<file path="src/design/reg_block_defs.svh">
`ifndef REG_BLOCK_DEFS_SVH
`define REG_BLOCK_DEFS_SVH

// --------------------------------------------------
// Bus widths
// --------------------------------------------------
`define REG_DATA_W       64
`define REG_SEL_W        8
`define REG_ADDR_W       13

// Block base, 32 words, hit on address bits 12:5
`define REG_BASE_ADDR    13'h1000

// --------------------------------------------------
// Word offsets inside the block
// --------------------------------------------------
`define ADDR_CORE_PN     5'h2
`define ADDR_CORE_C      5'h3
`define ADDR_REM_PN      5'h4
`define ADDR_REM_C       5'h5
`define ADDR_INT_SET     5'h8
`define ADDR_INT_STATUS  5'hA
`define ADDR_SCRATCH_LO  5'h10
`define ADDR_SCRATCH_HI  5'h11

// Scratch-pad reset values
`define SCRATCH0_RST     32'h0000_0000
`define SCRATCH1_RST     32'h1111_1111
`define SCRATCH2_RST     32'h2222_2222
`define SCRATCH3_RST     32'h3333_3333

`endif

</file>
<file path="src/design/wb_bus_pkg.sv">
`default_nettype none

`include "reg_block_defs.svh"

package wb_bus_pkg;

    // --------------------------------------------------
    // Wishbone classic request, master to slave
    // --------------------------------------------------
    typedef struct packed {
        logic                     cyc;
        logic                     stb;
        logic                     we;
        logic [`REG_ADDR_W-1:0]   adr;
        logic [`REG_SEL_W-1:0]    sel;
        logic [`REG_DATA_W-1:0]   dat;
    } wb_req_t;

    // --------------------------------------------------
    // Wishbone classic response, slave to master
    // --------------------------------------------------
    typedef struct packed {
        logic                     ack;
        // Read data, zero for writes
        logic [`REG_DATA_W-1:0]   dat;
    } wb_rsp_t;

endpackage

`default_nettype wire

</file>
<file path="src/design/reg_map_pkg.sv">
`default_nettype none

package reg_map_pkg;

    // --------------------------------------------------
    // Flow-control credits
    // --------------------------------------------------
    typedef struct packed {
        logic [7:0]  hdr;
        logic [11:0] data;
    } credit_t;

    // One side of the link
    typedef struct packed {
        credit_t p;
        credit_t np;
        credit_t cpl;
    } credit_set_t;

    // Readback layout of one credit type
    typedef struct packed {
        logic [3:0]  rsvd_hi;
        logic [11:0] data;
        logic [7:0]  rsvd_lo;
        logic [7:0]  hdr;
    } credit_dword_t;

    // --------------------------------------------------
    // Read word, credit view or plain dword view
    // --------------------------------------------------
    typedef union packed {
        struct packed {
            credit_dword_t upper;
            credit_dword_t lower;
        } credit;
        struct packed {
            logic [31:0] upper;
            logic [31:0] lower;
        } dword;
    } rd_word_u;

    // Byte-lane write enables per register
    typedef struct packed {
        logic [3:0] int_set;
        logic [3:0] int_clr;
        logic [7:0] scratch_lo;
        logic [7:0] scratch_hi;
    } wr_strobe_t;

    // One-hot read select
    typedef struct packed {
        logic core_pn;
        logic core_c;
        logic rem_pn;
        logic rem_c;
        logic int_status;
        logic scratch_lo;
        logic scratch_hi;
    } rd_sel_t;

endpackage

`default_nettype wire

</file>
<file path="src/design/reg_decode.sv">
`timescale 1ns/1ns
`default_nettype none

`include "reg_block_defs.svh"

module reg_decode
    import wb_bus_pkg::*;
    import reg_map_pkg::*;
(
    input  wire logic       reg_clk,
    input  wire logic       reg_rst_n,
    input  wire wb_req_t    wb_req,
    output logic            ack,
    output wr_strobe_t      wr_strobe,
    output rd_sel_t         rd_sel
);

    localparam logic [`REG_ADDR_W-1:0] BASE_ADDR = `REG_BASE_ADDR;

    logic       hit;
    logic       access;
    logic       wr_access;
    logic       rd_access;
    logic [4:0] word;

    // --------------------------------------------------
    // Access qualification
    // --------------------------------------------------

    // Block hit on the upper address bits
    assign hit    = (wb_req.adr[`REG_ADDR_W-1:5] == BASE_ADDR[`REG_ADDR_W-1:5]);
    assign word   = wb_req.adr[4:0];

    // Not ack so a held request strobes only once
    assign access    = wb_req.cyc & wb_req.stb & ~ack;
    assign wr_access = access & wb_req.we & hit;
    assign rd_access = access & ~wb_req.we & hit;

    // --------------------------------------------------
    // Write strobes and read select
    // --------------------------------------------------
    always_comb
    begin
        wr_strobe = '0;
        rd_sel    = '0;

        if (wr_access)
        begin
            case (word)
                // Interrupt words use the lower dword only
                `ADDR_INT_SET:    wr_strobe.int_set    = wb_req.sel[3:0];
                `ADDR_INT_STATUS: wr_strobe.int_clr    = wb_req.sel[3:0];
                `ADDR_SCRATCH_LO: wr_strobe.scratch_lo = wb_req.sel;
                `ADDR_SCRATCH_HI: wr_strobe.scratch_hi = wb_req.sel;
                default:          wr_strobe            = '0;
            endcase
        end

        if (rd_access)
        begin
            case (word)
                `ADDR_CORE_PN:    rd_sel.core_pn    = 1'b1;
                `ADDR_CORE_C:     rd_sel.core_c     = 1'b1;
                `ADDR_REM_PN:     rd_sel.rem_pn     = 1'b1;
                `ADDR_REM_C:      rd_sel.rem_c      = 1'b1;
                `ADDR_INT_STATUS: rd_sel.int_status = 1'b1;
                `ADDR_SCRATCH_LO: rd_sel.scratch_lo = 1'b1;
                `ADDR_SCRATCH_HI: rd_sel.scratch_hi = 1'b1;
                // Write-only and unmapped words read zero
                default:          rd_sel            = '0;
            endcase
        end
    end

    // --------------------------------------------------
    // Acknowledge
    // --------------------------------------------------

    // Every access is acked, in range or not
    always_ff @(posedge reg_clk or negedge reg_rst_n)
    begin
        if (!reg_rst_n)
        begin
            ack <= 1'b0;
        end
        else
        begin
            ack <= access;
        end
    end

endmodule

`default_nettype wire

</file>
<file path="src/design/reg_execute.sv">
`timescale 1ns/1ns
`default_nettype none

`include "reg_block_defs.svh"

module reg_execute
    import reg_map_pkg::*;
(
    input  wire logic                   reg_clk,
    input  wire logic                   reg_rst_n,
    input  wire wr_strobe_t             wr_strobe,
    input  wire logic [`REG_DATA_W-1:0] wr_data,
    input  wire credit_set_t            core_credits,
    input  wire credit_set_t            rem_credits,
    input  wire logic                   msi_en,
    input  wire logic                   msix_en,
    output logic [31:0]                 mgmt_interrupt,
    output logic [31:0]                 int_status,
    output logic [3:0][31:0]            scratch,
    output credit_set_t                 core_cap,
    output credit_set_t                 rem_cap
);

    logic [31:0] int_pulse;
    logic        msi_mode;

    // --------------------------------------------------
    // Interrupt status and pulse
    // --------------------------------------------------

    // Set wins over clear within a lane
    always_ff @(posedge reg_clk or negedge reg_rst_n)
    begin
        if (!reg_rst_n)
        begin
            int_status <= 32'h0;
        end
        else
        begin
            for (int i = 0; i < 4; i++)
            begin
                if (wr_strobe.int_set[i])
                    int_status[8*i +: 8] <= int_status[8*i +: 8] | wr_data[8*i +: 8];
                else if (wr_strobe.int_clr[i])
                    int_status[8*i +: 8] <= int_status[8*i +: 8] & ~wr_data[8*i +: 8];
            end
        end
    end

    // One cycle of the bits just set
    always_ff @(posedge reg_clk or negedge reg_rst_n)
    begin
        if (!reg_rst_n)
        begin
            int_pulse <= 32'h0;
        end
        else
        begin
            for (int i = 0; i < 4; i++)
            begin
                int_pulse[8*i +: 8] <= {8{wr_strobe.int_set[i]}} & wr_data[8*i +: 8];
            end
        end
    end

    // MSI or MSI-X gets events, legacy gets levels
    always_ff @(posedge reg_clk or negedge reg_rst_n)
    begin
        if (!reg_rst_n)
        begin
            msi_mode       <= 1'b0;
            mgmt_interrupt <= 32'h0;
        end
        else
        begin
            msi_mode       <= msi_en | msix_en;
            mgmt_interrupt <= msi_mode ? int_pulse : int_status;
        end
    end

    // --------------------------------------------------
    // Scratch-pad registers
    // --------------------------------------------------

    // Lanes 3:0 go to the even word, lanes 7:4 to the odd word
    always_ff @(posedge reg_clk or negedge reg_rst_n)
    begin
        if (!reg_rst_n)
        begin
            scratch[0] <= `SCRATCH0_RST;
            scratch[1] <= `SCRATCH1_RST;
            scratch[2] <= `SCRATCH2_RST;
            scratch[3] <= `SCRATCH3_RST;
        end
        else
        begin
            for (int i = 0; i < `REG_SEL_W; i++)
            begin
                if (wr_strobe.scratch_lo[i])
                    scratch[i/4][(i%4)*8 +: 8] <= wr_data[8*i +: 8];
                if (wr_strobe.scratch_hi[i])
                    scratch[2 + i/4][(i%4)*8 +: 8] <= wr_data[8*i +: 8];
            end
        end
    end

    // Credits are quasi-static, captured every cycle
    always_ff @(posedge reg_clk or negedge reg_rst_n)
    begin
        if (!reg_rst_n)
        begin
            core_cap <= '0;
            rem_cap  <= '0;
        end
        else
        begin
            core_cap <= core_credits;
            rem_cap  <= rem_credits;
        end
    end

endmodule

`default_nettype wire

</file>
<file path="src/design/reg_result.sv">
`timescale 1ns/1ns
`default_nettype none

`include "reg_block_defs.svh"

module reg_result
    import reg_map_pkg::*;
(
    input  wire logic                   reg_clk,
    input  wire logic                   reg_rst_n,
    input  wire rd_sel_t                rd_sel,
    input  wire logic [31:0]            int_status,
    input  wire logic [3:0][31:0]       scratch,
    input  wire credit_set_t            core_cap,
    input  wire credit_set_t            rem_cap,
    output logic [`REG_DATA_W-1:0]      rd_data
);

    rd_word_u rd_word;

    // Place one credit type in its readback dword
    function automatic credit_dword_t to_dword(input credit_t c);
        credit_dword_t d;
        d         = '0;
        d.data    = c.data;
        d.hdr     = c.hdr;
        return d;
    endfunction

    // --------------------------------------------------
    // Read word assembly
    // --------------------------------------------------
    always_comb
    begin
        rd_word = '0;

        // Non-posted high, posted low
        if (rd_sel.core_pn)
        begin
            rd_word.credit.upper = to_dword(core_cap.np);
            rd_word.credit.lower = to_dword(core_cap.p);
        end
        if (rd_sel.rem_pn)
        begin
            rd_word.credit.upper = to_dword(rem_cap.np);
            rd_word.credit.lower = to_dword(rem_cap.p);
        end

        // Completion words leave the upper dword zero
        if (rd_sel.core_c)
            rd_word.credit.lower = to_dword(core_cap.cpl);
        if (rd_sel.rem_c)
            rd_word.credit.lower = to_dword(rem_cap.cpl);

        if (rd_sel.int_status)
            rd_word.dword.lower = int_status;
        if (rd_sel.scratch_lo)
        begin
            rd_word.dword.upper = scratch[1];
            rd_word.dword.lower = scratch[0];
        end
        if (rd_sel.scratch_hi)
        begin
            rd_word.dword.upper = scratch[3];
            rd_word.dword.lower = scratch[2];
        end
    end

    // Lands with ack
    always_ff @(posedge reg_clk or negedge reg_rst_n)
    begin
        if (!reg_rst_n)
            rd_data <= '0;
        else
            rd_data <= rd_word;
    end

endmodule

`default_nettype wire

</file>
<file path="src/design/reg_block_top.sv">
`timescale 1ns/1ns
`default_nettype none

`include "reg_block_defs.svh"

module reg_block_top
    import wb_bus_pkg::*;
    import reg_map_pkg::*;
(
    input  wire logic        reg_clk,
    input  wire logic        reg_rst_n,
    input  wire wb_req_t     wb_req,
    output wb_rsp_t          wb_rsp,
    input  wire credit_set_t core_credits,
    input  wire credit_set_t rem_credits,
    input  wire logic        msi_en,
    input  wire logic        msix_en,
    output logic [31:0]      mgmt_interrupt
);

    logic                   ack;
    logic [`REG_DATA_W-1:0] rd_data;
    wr_strobe_t             wr_strobe;
    rd_sel_t                rd_sel;
    logic [31:0]            int_status;
    logic [3:0][31:0]       scratch;
    credit_set_t            core_cap;
    credit_set_t            rem_cap;

    // --------------------------------------------------
    // Decode, execute, result
    // --------------------------------------------------
    reg_decode reg_decode_i (
        .reg_clk        (reg_clk),
        .reg_rst_n      (reg_rst_n),
        .wb_req         (wb_req),
        .ack            (ack),
        .wr_strobe      (wr_strobe),
        .rd_sel         (rd_sel)
    );

    reg_execute reg_execute_i (
        .reg_clk        (reg_clk),
        .reg_rst_n      (reg_rst_n),
        .wr_strobe      (wr_strobe),
        .wr_data        (wb_req.dat),
        .core_credits   (core_credits),
        .rem_credits    (rem_credits),
        .msi_en         (msi_en),
        .msix_en        (msix_en),
        .mgmt_interrupt (mgmt_interrupt),
        .int_status     (int_status),
        .scratch        (scratch),
        .core_cap       (core_cap),
        .rem_cap        (rem_cap)
    );

    reg_result reg_result_i (
        .reg_clk        (reg_clk),
        .reg_rst_n      (reg_rst_n),
        .rd_sel         (rd_sel),
        .int_status     (int_status),
        .scratch        (scratch),
        .core_cap       (core_cap),
        .rem_cap        (rem_cap),
        .rd_data        (rd_data)
    );

    assign wb_rsp = '{ack: ack, dat: rd_data};

endmodule

`default_nettype wire

</file>
<file path="config.mk">
export PLATFORM = sky130hd
export DESIGN_NAME = reg_block_top
export DESIGN_NICKNAME = d
export VERILOG_FILES = /design/src/design/wb_bus_pkg.sv /design/src/design/reg_map_pkg.sv /design/src/design/reg_decode.sv /design/src/design/reg_execute.sv /design/src/design/reg_result.sv /design/src/design/reg_block_top.sv
export VERILOG_INCLUDE_DIRS = /design/src /design/src/design
export SDC_FILE = /design/constraint.sdc
export NUM_CORES = 1
export LEC_CHECK = 0
export BUFFER_PORTS_ARGS = -buffer_cell sky130_fd_sc_hd__buf_4
export CAP_MARGIN = 25
export CORE_ASPECT_RATIO = 1.75
export CORE_MARGIN = 5
export CORE_UTILIZATION = 30
export DETAILED_ROUTE_END_ITERATION = 10
export GPL_TIMING_DRIVEN = 0
export PLACE_DENSITY = 0.53
export SLEW_MARGIN = 40
export SYNTH_ARGS = -nofsm -noshare
export SYNTH_HDL_FRONTEND = slang
export SYNTH_HIERARCHICAL = 1
export SYNTH_SLANG_ARGS = --single-unit
</file>
<file path="constraint.sdc">
create_clock -name reg_clk -period 3.11 [get_ports reg_clk]
set_input_delay 0.311 -clock reg_clk [delete_from_list [all_inputs] [get_ports reg_clk]]
set_output_delay 0.311 -clock reg_clk [all_outputs]
set_load 0.01 [all_outputs]
</file>
; Word level (Yosys, flattened, before mapping)
; Cells that the tools add are included.
[word_totals]
ff_bits = 410
input_bits = 212
output_inout_bits = 97
[classes]
eq_ne = 9
n_mux = 29
n_bitwise = 25
n_reduce_logical = 4
[ops]
columns = op, n
row1 = 64-bit two-way mux, 3
row2 = 32-bit two-way mux, 4
row3 = 8-bit two-way mux, 10
row4 = 8-bit bitwise AND, 8
row5 = 60-bit two-way mux, 1
row6 = 8-bit inverter, 4
row7 = 8-bit bitwise OR, 4
row8 = 24-bit two-way mux, 1
row9 = "5-bit by 2-bit equality test with 1-bit output, second input constant", 2
row10 = "5-bit by 3-bit equality test with 1-bit output, second input constant", 2
row11 = "5-bit by 4-bit equality test with 1-bit output, second input constant", 2
row12 = "5-bit equality test, second input constant", 2
row13 = "8-bit equality test, second input constant", 1
row14 = 4-bit two-way mux, 2
row15 = 2-bit nonzero test, 4
row16 = 1-bit two-way mux, 7
row17 = 7-bit two-way mux, 1
row18 = 1-bit bitwise AND, 6
row19 = 1-bit inverter, 2
row20 = 1-bit bitwise OR, 1

; Depth between registers and ports, before layout
; Gate-level depths: netlist of run 1.
[depth]
ltp_word = 12
ltp_mapped = 9

; By module
; Netlist of run 1, hierarchy kept.
[modules_own_cells]
columns = module, instances, cells_each, area_each_um2, seq_area_each_um2
row1 = reg_execute, 1, 626, 11325.9, 8673.3
row2 = reg_result, 1, 409, 3966.3, 1601.5
row3 = reg_decode, 1, 51, 419.2, 25.0
row4 = reg_block_top, 1, 1, 7.5, 0.0

; Worst setup path before layout of run 1
; No wires, ideal clock.
[synth_timing]
kind = input-to-reg
start = input port wb_req[82] (netlist name)
end = register reg_result_i.rd_data[16]
setup_time_ns = 0.128
t_arrival_ns = 2.250
t_required_ns = 2.982
setup_slack_ns = 0.731
stages = 8
n_path_buf = 2
cell_sequence = or4b_4 or4_4 nor2b_4 buf_6 clkinv_1 buf_2 o221ai_1 a22oi_2
[synth_lines]
columns = item, line_no
row1 = from (decl), reg_block_top.sv:12  ; input wire wb_req_t wb_req,
row2 = to (signal assigned), reg_result.sv:75  ; rd_data <= rd_word;
row3 = to (decl), reg_result.sv:16  ; output logic [`REG_DATA_W-1:0] rd_data

==> results of run 1 <==
==> state kept, by name, summed over array words and instances (netlist names), named ones only <==
| register | count |
|---|---|
| reg_execute_i/mgmt_interrupt | 32 |
| reg_result_i/rd_data | 64 |
| reg_execute_i/core_cap | 60 |
| reg_decode_i/ack | 1 |
| reg_execute_i/scratch | 128 |
| reg_execute_i/int_pulse | 32 |
| reg_execute_i/msi_mode | 1 |
| reg_execute_i/rem_cap | 60 |
==> cells by family after synthesis <==
group | count (synthesis)
simple gates | 210
mux | 160
compound gates | 210
flops | 410
buf+inv | 97
==> report_power, final <==
group	internal (mW)	total, mW	switching, mW
clock network	3.09	5.27	2.18
logic	0.365	0.611	0.246
registers	5.42	5.45	0.0305
==> layout make-up <==
class,instances,area [µm²],area share (%)
clock buffer,55,1200,5.38
tap,678,848,3.79
clock inverter,24,245,1.10
buffer,73,473,2.11
inverter,24,93.8,0.420
sequential,410,10300,46.1
timing repair buffer,498,4320,19.3
antenna,2,5.00,0.0224
multi-input combinational,580,4870,21.8
==> layer usage <==
| metal | track usage (%) | routed length [µm] | vias to the layer above |
|---|---|---|---|
| met1 | 18.9 | 18000 | 5438 |
| met2 | 31.3 | 26000 | 282 |
| met5 | 0 | 7 | - |
| li1 | - | - | 4966 |
| met3 | 3.27 | 2500 | 69 |
| met4 | 5.20 | 1300 | 2 |
==> worst paths after layout <==
check / from / to / slack (ns) / depth (start not counted)
hold / removal: wb_req[14] / reg_execute_i/scratch[14] / 0.04 / 2
hold reg to reg: reg_execute_i/int_pulse[31] / reg_execute_i/mgmt_interrupt[31] / 0.46 / 1
setup reg to reg: reg_decode_i/ack / reg_result_i/rd_data[28] / 0.15 / 8
min in group asynchronous: reg_rst_n / reg_result_i/rd_data[45] / 0.24 / 2
max in group asynchronous: reg_rst_n / reg_execute_i/scratch[69] / 1.12 / 6
setup / recovery: reg_decode_i/ack / reg_result_i/rd_data[28] / 0.15 / 8
==> metrics by stage <==
step	instances	hold WS, ns	instance area [µm²]	setup slack, ns	util (%)
floorplan	1087	0.0154	15700	0.731	-
global placement	2073	0.421	18900	-2.34	36.2
detailed placement	2080	0.231	19100	-0.596	36.5
CTS	2341	0.00209	22300	0.00155	42.8
global route	2342	0.0188	22400	-0.000000444	42.8
finish	2344	0.0385	22400	0.153	42.8
==> cells in the final DEF (no fill, tap or decap), types with 23 or more instances in the layout <==
cell and instances:
dfstp_2 32, clkbuf_16 45, mux2_2 130, inv_1 23, and2_1 33, mux2_4 30
buf_4 312, a21o_1 32, dlygate4sd3_1 182, buf_2 41, nand2_1 86, dfrtp_1 378
==> repair_timing <==
item | in CTS | in global routing
gates resized for setup | 2 | 3
hold buffers | 182 | 0
setup endpoints to repair | 10 | 13
hold endpoints to repair | 307 | 0
==> impl_metrics.env, run 1 <==
export IMPL_cts_tree="done"
export IMPL_crit_type="reg -> reg"
export IMPL_routedWlPerCell_um=20.4
export IMPL_synthFlopType="dfrtp_1"
export IMPL_grt_pass1_vias=12200
export IMPL_start_util_pct=30.1
export IMPL_clk_latency_ns=0.55
export IMPL_syn_area_mm2=0.0157
export IMPL_synth_top_area_cell="dfrtp_1"
export IMPL_place_hpwl_um=34600
export IMPL_vdd_drop_max_uv=435
export IMPL_critPathLaunchType="flip-flop"
export IMPL_synth_compound_area_share_pct=11.4
export IMPL_grt_ovfl_total=0
export IMPL_cellLeakagePower_nw=11.1
export IMPL_fin_crit_sh_pct=95.1
export IMPL_avgSynthCellArea_um2=14.5
export IMPL_synth_async_reset_ratio_pct=100
export IMPL_synth_xor_area_share_pct=0
export IMPL_core_mm2=0.0522
export IMPL_gr_usage_all_layers_pct=16.7
export IMPL_synth_edf_count=0
export IMPL_htree_levels=2
export IMPL_critPathCaptureType="flip-flop"
export IMPL_muxShareOfSynthArea_pct=12.2
export IMPL_post_cts_repair_setup_buffers=0
export IMPL_synth_most_common_cell="dfrtp_1"
export IMPL_drcViolationCount=0
export IMPL_die_h_um=313
export IMPL_via_count=10800
export IMPL_dr_first_iter_drc_count=466
export IMPL_synthesis_nets=1299
export IMPL_cp_max_fo=10
export IMPL_layout_drive_gt1_share_pct=42.7
export IMPL_die_w_um=183
export IMPL_hold_path_class="in -> reg"
export IMPL_worst_path_max_delay_cell="or4_4"
export IMPL_numCtsBuffers=43
export IMPL_cts_root_buffer="clkbuf_16"
export IMPL_cp_slowest_stage_delay_ns=0.69
export IMPL_antenna_left=0
export IMPL_cp_required_ns=3.52
export IMPL_p_total_mw=11.3
export IMPL_nNetsFinal=1842
export IMPL_ys_ff_latch=410
export IMPL_slew_viol_final=0
export IMPL_max_slew_margin_pct=54.3
export IMPL_gp_congestion=0.759
export IMPL_p_per_area_mw_per_mm2=507
export IMPL_drtPass1Iterations=4
export IMPL_vias_per_cell=4.59
export IMPL_grt_max_degree=76
export IMPL_critPathArrivalTime_ns=3.37
export IMPL_tns_ns=0
export IMPL_yosys_warnings=6
export IMPL_setup_viol=0
export IMPL_outcome="finished, final reports clean"
export IMPL_max_freq_mhz=338
export IMPL_synth_simple_gate_area_share_pct=7.39
export IMPL_port_buffers=308
export IMPL_hold_viol=0
export IMPL_ios=309
export IMPL_die_area_mm2=0.0573
export IMPL_grt_pass1_wl_um=73300
export IMPL_antenna_found_initial=4
export IMPL_synth_fa_ha_area_share_pct=0
export IMPL_crit_chain="nand3b_1 -> or4_4 -> nor2b_4 -> buf_2 -> buf_2 -> clkbuf_2 -> nand2_1 -> o21ai_0"
export IMPL_final_min_clock_period_ns=2.96
export IMPL_critPathTopFamily="simple AND/OR/NAND/NOR gates"
export IMPL_area_growth_pct=42.3
export IMPL_cp_common_cell="buf_2"
export IMPL_synth_top_family_by_area="multiplexers"
export IMPL_synth_distinct_cells=51
export IMPL_skew_ns=0.0115
export IMPL_tightestPinTransition_ns=0.685
export IMPL_cts_path_max_buffers=3
export IMPL_timing_max_cap_violations=0
export IMPL_route_final_wire_length_um=47800
export IMPL_seq_area_frac_synth_pct=65.5
export IMPL_synthTopCellsByArea="dfrtp_1 60%, mux2_2 9.3%, dfstp_2 5.3%"
export IMPL_critPathBufInv=3
export IMPL_synth_cells=1087
export IMPL_cts_sinks=410
export IMPL_path_clk_slew_ns=0.06
export IMPL_fillers=4792
export IMPL_synth_common_cells="378 x dfrtp_1, 130 x mux2_2, 86 x nand2_1"
export IMPL_fp_row_count=111
export IMPL_synth_top_area_share_pct=60.2
(Power assumes the default switching activity.)
==> inputs of run 2 (changes only) <==
Settings changed: CELL_PAD_IN_SITES_DETAIL_PLACEMENT from default to 0, CELL_PAD_IN_SITES_GLOBAL_PLACEMENT from default to 1, CTS_CLUSTER_DIAMETER from default to 80, PLACE_DENSITY 0.53 to 0.61, SLEW_MARGIN 40 to default.
==> impl_metrics.env, run 2 (same netlist as run 1, synthesis figures left out) <==
export IMPL_outcome="finished, final reports clean"
export IMPL_top_register="reg_execute_i/scratch"
export IMPL_gp_congestion=0.746
export IMPL_timing_max_cap_violations=0
export IMPL_grt_max_degree=126
export IMPL_cts_sinks=410
export IMPL_layout_drive_gt1_share_pct=42.9
export IMPL_htree_levels=2
export IMPL_critPathArrivalTime_ns=3.33
export IMPL_antenna_found_initial=3
export IMPL_skew_ns=0.0241
export IMPL_place_hpwl_um=34600
export IMPL_fin_cells=2319
export IMPL_clk_latency_ns=0.55
export IMPL_core_mm2=0.0522
export IMPL_setup_viol=0
export IMPL_vias_per_cell=4.58
export IMPL_grt_pass1_vias=12100
export IMPL_cts_root_buffer="clkbuf_16"
export IMPL_dr_first_iter_drc_count=441
export IMPL_fillers=4876
export IMPL_port_buffers=308
export IMPL_drtPass1Iterations=6
export IMPL_cellLeakagePower_nw=11.0
export IMPL_hold_path_class="in -> reg"
export IMPL_die_area_mm2=0.0573
export IMPL_vdd_drop_max_uv=380
export IMPL_ios=309
export IMPL_final_cell_mix="378 x dfrtp_1, 310 x buf_4, 164 x dlygate4sd3_1"
export IMPL_route_final_wire_length_um=47300
export IMPL_hold_ws_ns=0.0288
export IMPL_largest_reg_flops=128
export IMPL_hold_viol=0
export IMPL_die_h_um=313
export IMPL_rsz0062_at_grt="yes"
export IMPL_postPlaceCellArea_mm2=0.0190
export IMPL_regToRegSetupSlack_ns=0.22
export IMPL_dp_cells=2076
export IMPL_max_freq_mhz=346
export IMPL_fp_row_count=111
export IMPL_start_util_pct=30.1
export IMPL_fin_crit_sh_pct=92.9
export IMPL_antenna_left=0
export IMPL_critPathLaunchType="flip-flop"
export IMPL_path_clk_slew_ns=0.06
export IMPL_mostFrequentLayoutCell="dfrtp_1"
export IMPL_critPathCaptureType="flip-flop"
export IMPL_tightestPinTransition_ns=0.942
export IMPL_cts_path_max_buffers=3
export IMPL_cp_required_ns=3.55
export IMPL_crit_type="reg -> reg"
export IMPL_routedWlPerCell_um=20.4
export IMPL_nNetsFinal=1818
export IMPL_final_cell_area_mm2=0.0221
export IMPL_p_per_area_mw_per_mm2=512
export IMPL_utilization_pct=42.3
export IMPL_gr_usage_all_layers_pct=16.4
export IMPL_max_slew_margin_pct=36.9
export IMPL_top_regs="reg_execute_i/scratch (128), reg_result_i/rd_data (64)"
export IMPL_area_growth_pct=40.5
export IMPL_numCtsBuffers=42
export IMPL_tns_ns=0
export IMPL_slew_viol_final=0
export IMPL_via_count=10600
export IMPL_cts_tree="done"
export IMPL_cp_max_fo=10
export IMPL_drcViolationCount=0
export IMPL_grt_pass1_wl_um=72200
export IMPL_grt_ovfl_total=0
export IMPL_die_w_um=183
export IMPL_final_min_clock_period_ns=2.89
[run 2: worst paths after layout]
check | end | cells past startpoint | from
max reg2reg | reg_result_i/rd_data[54] | 8 | reg_decode_i/ack
max | reg_result_i/rd_data[54] | 8 | reg_decode_i/ack
max in group asynchronous | reg_execute_i/scratch[45] | 4 | reg_rst_n
min | reg_execute_i/int_pulse[22] | 2 | wb_req[22]
min in group asynchronous | reg_execute_i/core_cap[13] | 2 | reg_rst_n
min reg2reg | reg_execute_i/mgmt_interrupt[23] | 1 | reg_execute_i/int_pulse[23]
[run 2: per-layer routing]
metal / vias to the layer above / track usage, % / wire, µm
met5: - / 0 / 21
met4: 4 / 4.95 / 1330
met2: 307 / 30.8 / 25600
li1: 4903 / - / -
met1: 5344 / 18.7 / 17800
met3: 71 / 3.13 / 2490
[run 2: area by class of cell]
cell class | count | area, µm² | area share (%)
Sequential cell | 410 | 10300 | 46.6
Multi-Input combinational cell | 580 | 4870 | 22.1
Timing Repair Buffer | 475 | 4040 | 18.3
Clock buffer | 55 | 1230 | 5.58
Tap cell | 678 | 848 | 3.84
Buffer | 73 | 470 | 2.13
Clock inverter | 22 | 224 | 1.01
Inverter | 24 | 90.1 | 0.408
Antenna cell | 2 | 5.00 | 0.0227
[run 2: through the flow]
step	total power, mW	worst slack [ns]
floorplan	5.58	0.731
global placement	5.94	-2.38
global route	11.8	-0.0231
CTS	11.5	0.0564
detailed placement	5.97	-0.604
finish	11.3	0.220
[run 2: what timing repair did]
| action | CTS | global route |
|---|---|---|
| endpoints found under the setup margin | 4 | 3 |
| endpoints found under the hold margin | 299 | 0 |
| hold buffers | 164 | 0 |
| resized for setup | 1 | 3 |
| setup buffers | 0 | 0 |
[run 2: worst max-delay path, cell delays in order, from the launching register on]
cell	delay [ns]
dfrtp_1	0.37
nand3b_1	0.32
or4_4	0.68
nor2b_4	0.12
buf_2	0.23
buf_2	0.34
clkbuf_1	0.49
nand2_1	0.12
o31ai_1	0.10
[run 2: power breakdown]
group | switching (mW) | total, mW | internal (mW) | leakage (nW)
Combinational | 0.241 | 0.580 | 0.339 | 4.95
Sequential | 0.0294 | 5.45 | 5.42 | 5.33
Clock | 2.14 | 5.28 | 3.13 | 0.721
==> inputs of run 3 (changes only) <==
--- a/config.mk
+++ b/config.mk
@@ -12,6 +12,6 @@
 export CELL_PAD_IN_SITES_GLOBAL_PLACEMENT = 1
 export CORE_ASPECT_RATIO = 1.75
-export CORE_MARGIN = 5
 export CORE_UTILIZATION = 30
+export CTS_BUF_LIST = sky130_fd_sc_hd__clkbuf_2 sky130_fd_sc_hd__clkbuf_4 sky130_fd_sc_hd__clkbuf_8
 export CTS_CLUSTER_DIAMETER = 80
 export DETAILED_ROUTE_END_ITERATION = 10
==> constraint.sdc (replaced) <==
create_clock -name reg_clk -period 3.11 [get_ports reg_clk]
set_input_delay 0.311 -clock reg_clk [delete_from_list [all_inputs] [get_ports reg_clk]]
set_output_delay 0.311 -clock reg_clk [all_outputs]
set_load 0.05 [all_outputs]
==> impl_metrics.env, run 3 (same netlist as run 1, synthesis figures left out) <==
export IMPL_route_final_wire_length_um=46600
export IMPL_reg2regPathDepth=7
export IMPL_use_met2_pct=33.9
export IMPL_hold_path_startpoint="wb_req[87]"
export IMPL_fin_crit_sh_pct=95.5
export IMPL_vias_per_cell=4.57
export IMPL_vdd_drop_max_uv=391
export IMPL_timing_max_cap_violations=0
export IMPL_via_count=10900
export IMPL_grt_ovfl_total=0
export IMPL_gr_max_usage_layer="met2"
export IMPL_largest_reg_flops=128
export IMPL_max_freq_mhz=337
export IMPL_layout_drive_gt1_share_pct=43.9
export IMPL_antenna_left=0
export IMPL_crit_chain="nand3b_1 -> or4_4 -> nor2b_4 -> buf_6 -> clkbuf_1 -> a22oi_1 -> o21ai_0"
export IMPL_outcome="finished, final reports clean"
export IMPL_cts_path_max_buffers=3
export IMPL_utilization_pct=43.2
export IMPL_mostFrequentLayoutCell="dfrtp_1"
export IMPL_htree_levels=3
export IMPL_nNetsFinal=1866
export IMPL_start_util_pct=30.5
export IMPL_p_per_area_mw_per_mm2=495
export IMPL_critPathLaunchType="flip-flop"
export IMPL_worst_path_max_delay_cell="or4_4"
export IMPL_min_to="reg_decode_i/ack"
export IMPL_dp_cells=2071
export IMPL_cp_max_fo=10
export IMPL_grt_pass1_vias=12200
export IMPL_r2r_start="reg_decode_i/ack"
export IMPL_die_h_um=305
export IMPL_gp_congestion=0.766
export IMPL_hold_path_class="in -> reg"
export IMPL_critPathTopFamily="simple AND/OR/NAND/NOR gates"
export IMPL_top_regs="reg_execute_i/scratch (128), reg_result_i/rd_data (64)"
export IMPL_path_clk_slew_ns=0.06
export IMPL_final_cell_area_mm2=0.0223
export IMPL_rsz0062_at_grt="no"
export IMPL_max_slew_margin_pct=36.9
export IMPL_cp_slowest_stage_delay_ns=0.66
export IMPL_critPathCaptureType="flip-flop"
export IMPL_post_place_ws_ns=-0.593
export IMPL_hold_depth=3
export IMPL_final_cell_mix="378 x dfrtp_1, 310 x buf_4, 187 x dlygate4sd3_1"
export IMPL_cts_sinks=410
export IMPL_top_register="reg_execute_i/scratch"
export IMPL_hold_ws_ns=0.134
export IMPL_fp_row_count=110
export IMPL_final_min_clock_period_ns=2.97
export IMPL_setup_viol=0
export IMPL_postPlaceCellArea_mm2=0.0190
export IMPL_clk_latency_ns=0.63
export IMPL_die_area_mm2=0.0534
export IMPL_grt_pass1_wl_um=71200
export IMPL_numCtsBuffers=66
export IMPL_port_buffers=308
export IMPL_cellLeakagePower_nw=11.2
export IMPL_hold_viol=0
export IMPL_cp_required_ns=3.58
export IMPL_critPathArrivalTime_ns=3.44
export IMPL_cts_tree="done"
export IMPL_core_mm2=0.0516
export IMPL_fin_cells=2377
export IMPL_antenna_found_initial=1
export IMPL_dr_first_iter_drc_count=415
export IMPL_tns_ns=0
export IMPL_crit_type="reg -> reg"
export IMPL_routedWlPerCell_um=19.6
export IMPL_place_hpwl_um=33500
export IMPL_area_growth_pct=41.9
export IMPL_regToRegSetupSlack_ns=0.14
export IMPL_rr_endpoint="reg_result_i/rd_data[11]"
export IMPL_met1_usage_pct=19.2
export IMPL_final_setup_worst_slack_ns=0.141
export IMPL_tightestPinTransition_ns=0.941
export IMPL_ios=309
export IMPL_drcViolationCount=0
export IMPL_slew_viol_final=0
export IMPL_grtUsageMet3_pct=3.16
export IMPL_die_w_um=175
export IMPL_skew_ns=0.0312
export IMPL_drtPass1Iterations=4
export IMPL_grt_max_degree=112
export IMPL_p_total_mw=11.0
export IMPL_critPathBufInv=2
export IMPL_gr_usage_all_layers_pct=17.8
export IMPL_cts_root_buffer="clkbuf_8"
[run 3: cell types whose count changed in the layout (fill, tap and decap cells not counted), sizes merged]
cell	previous run	this run
inv	24	28
dlygate4sd3	164	187
clkinv	14	12
clkbuf	68	112
buf	371	372
bufinv	4	2
clkinvlp	4	0
[run 3: final cells by class]
cell class              count  area, µm²
clock buffers              99       1250
clock inverters            18        175
flip-flops and latches    410      10300
well taps                 672        841
diodes                      2       5.00
repair buffers            499       4300
multi-input cells         580       4870
fillers                  4791      29300
inverters                  24       90.1
plain buffers              73        470
[run 3: worst register-to-register path, stage by stage, from the launching register on]
cell and delay, ns:
dfrtp_1 0.37, nand3b_1 0.31, or4_4 0.66, nor2b_4 0.14
buf_6 0.16, clkbuf_1 0.62, a22oi_1 0.20, o21ai_0 0.37
[run 3: routing by layer]
| metal | vias up | wire [µm] |
|---|---|---|
| met5 | - | 0 |
| met1 | 5451 | 17400 |
| met4 | 0 | 1060 |
| li1 | 5006 | - |
| met3 | 65 | 2220 |
| met2 | 331 | 25800 |
[run 3: how the worst max path moves through the flow]
stage	start	to	slack (ns)	cells past startpoint
floorplan	wb_req[82]	reg_result_i/rd_data[16]	0.73	8
global placement	reg_rst_n	reg_execute_i/scratch[45]	-2.34	1
detailed placement	wb_req[75]	reg_result_i/rd_data[28]	-0.59	9
CTS	reg_decode_i/ack	reg_result_i/rd_data[54]	0.11	8
global route	reg_decode_i/ack	reg_result_i/rd_data[14]	0.02	7
finish	reg_decode_i/ack	reg_result_i/rd_data[11]	0.14	7
[run 3: where the power goes]
group | total [mW] | switching [mW] | leakage [nW] | internal [mW]
combinational | 0.611 | 0.250 | 5.06 | 0.362
clock | 4.97 | 2.20 | 0.765 | 2.77
sequential | 5.45 | 0.0285 | 5.33 | 5.42
total | 11.0 | 2.48 | 11.2 | 8.55
[run 3: what timing repair did]
action | in CTS | in global routing
pin swaps | 0 | 0
endpoints found under the setup margin | 7 | 7
buffers inserted | 0 | 0
resized for setup | 1 | 3
hold buffers | 187 | 0
hold endpoints to repair | 392 | 0
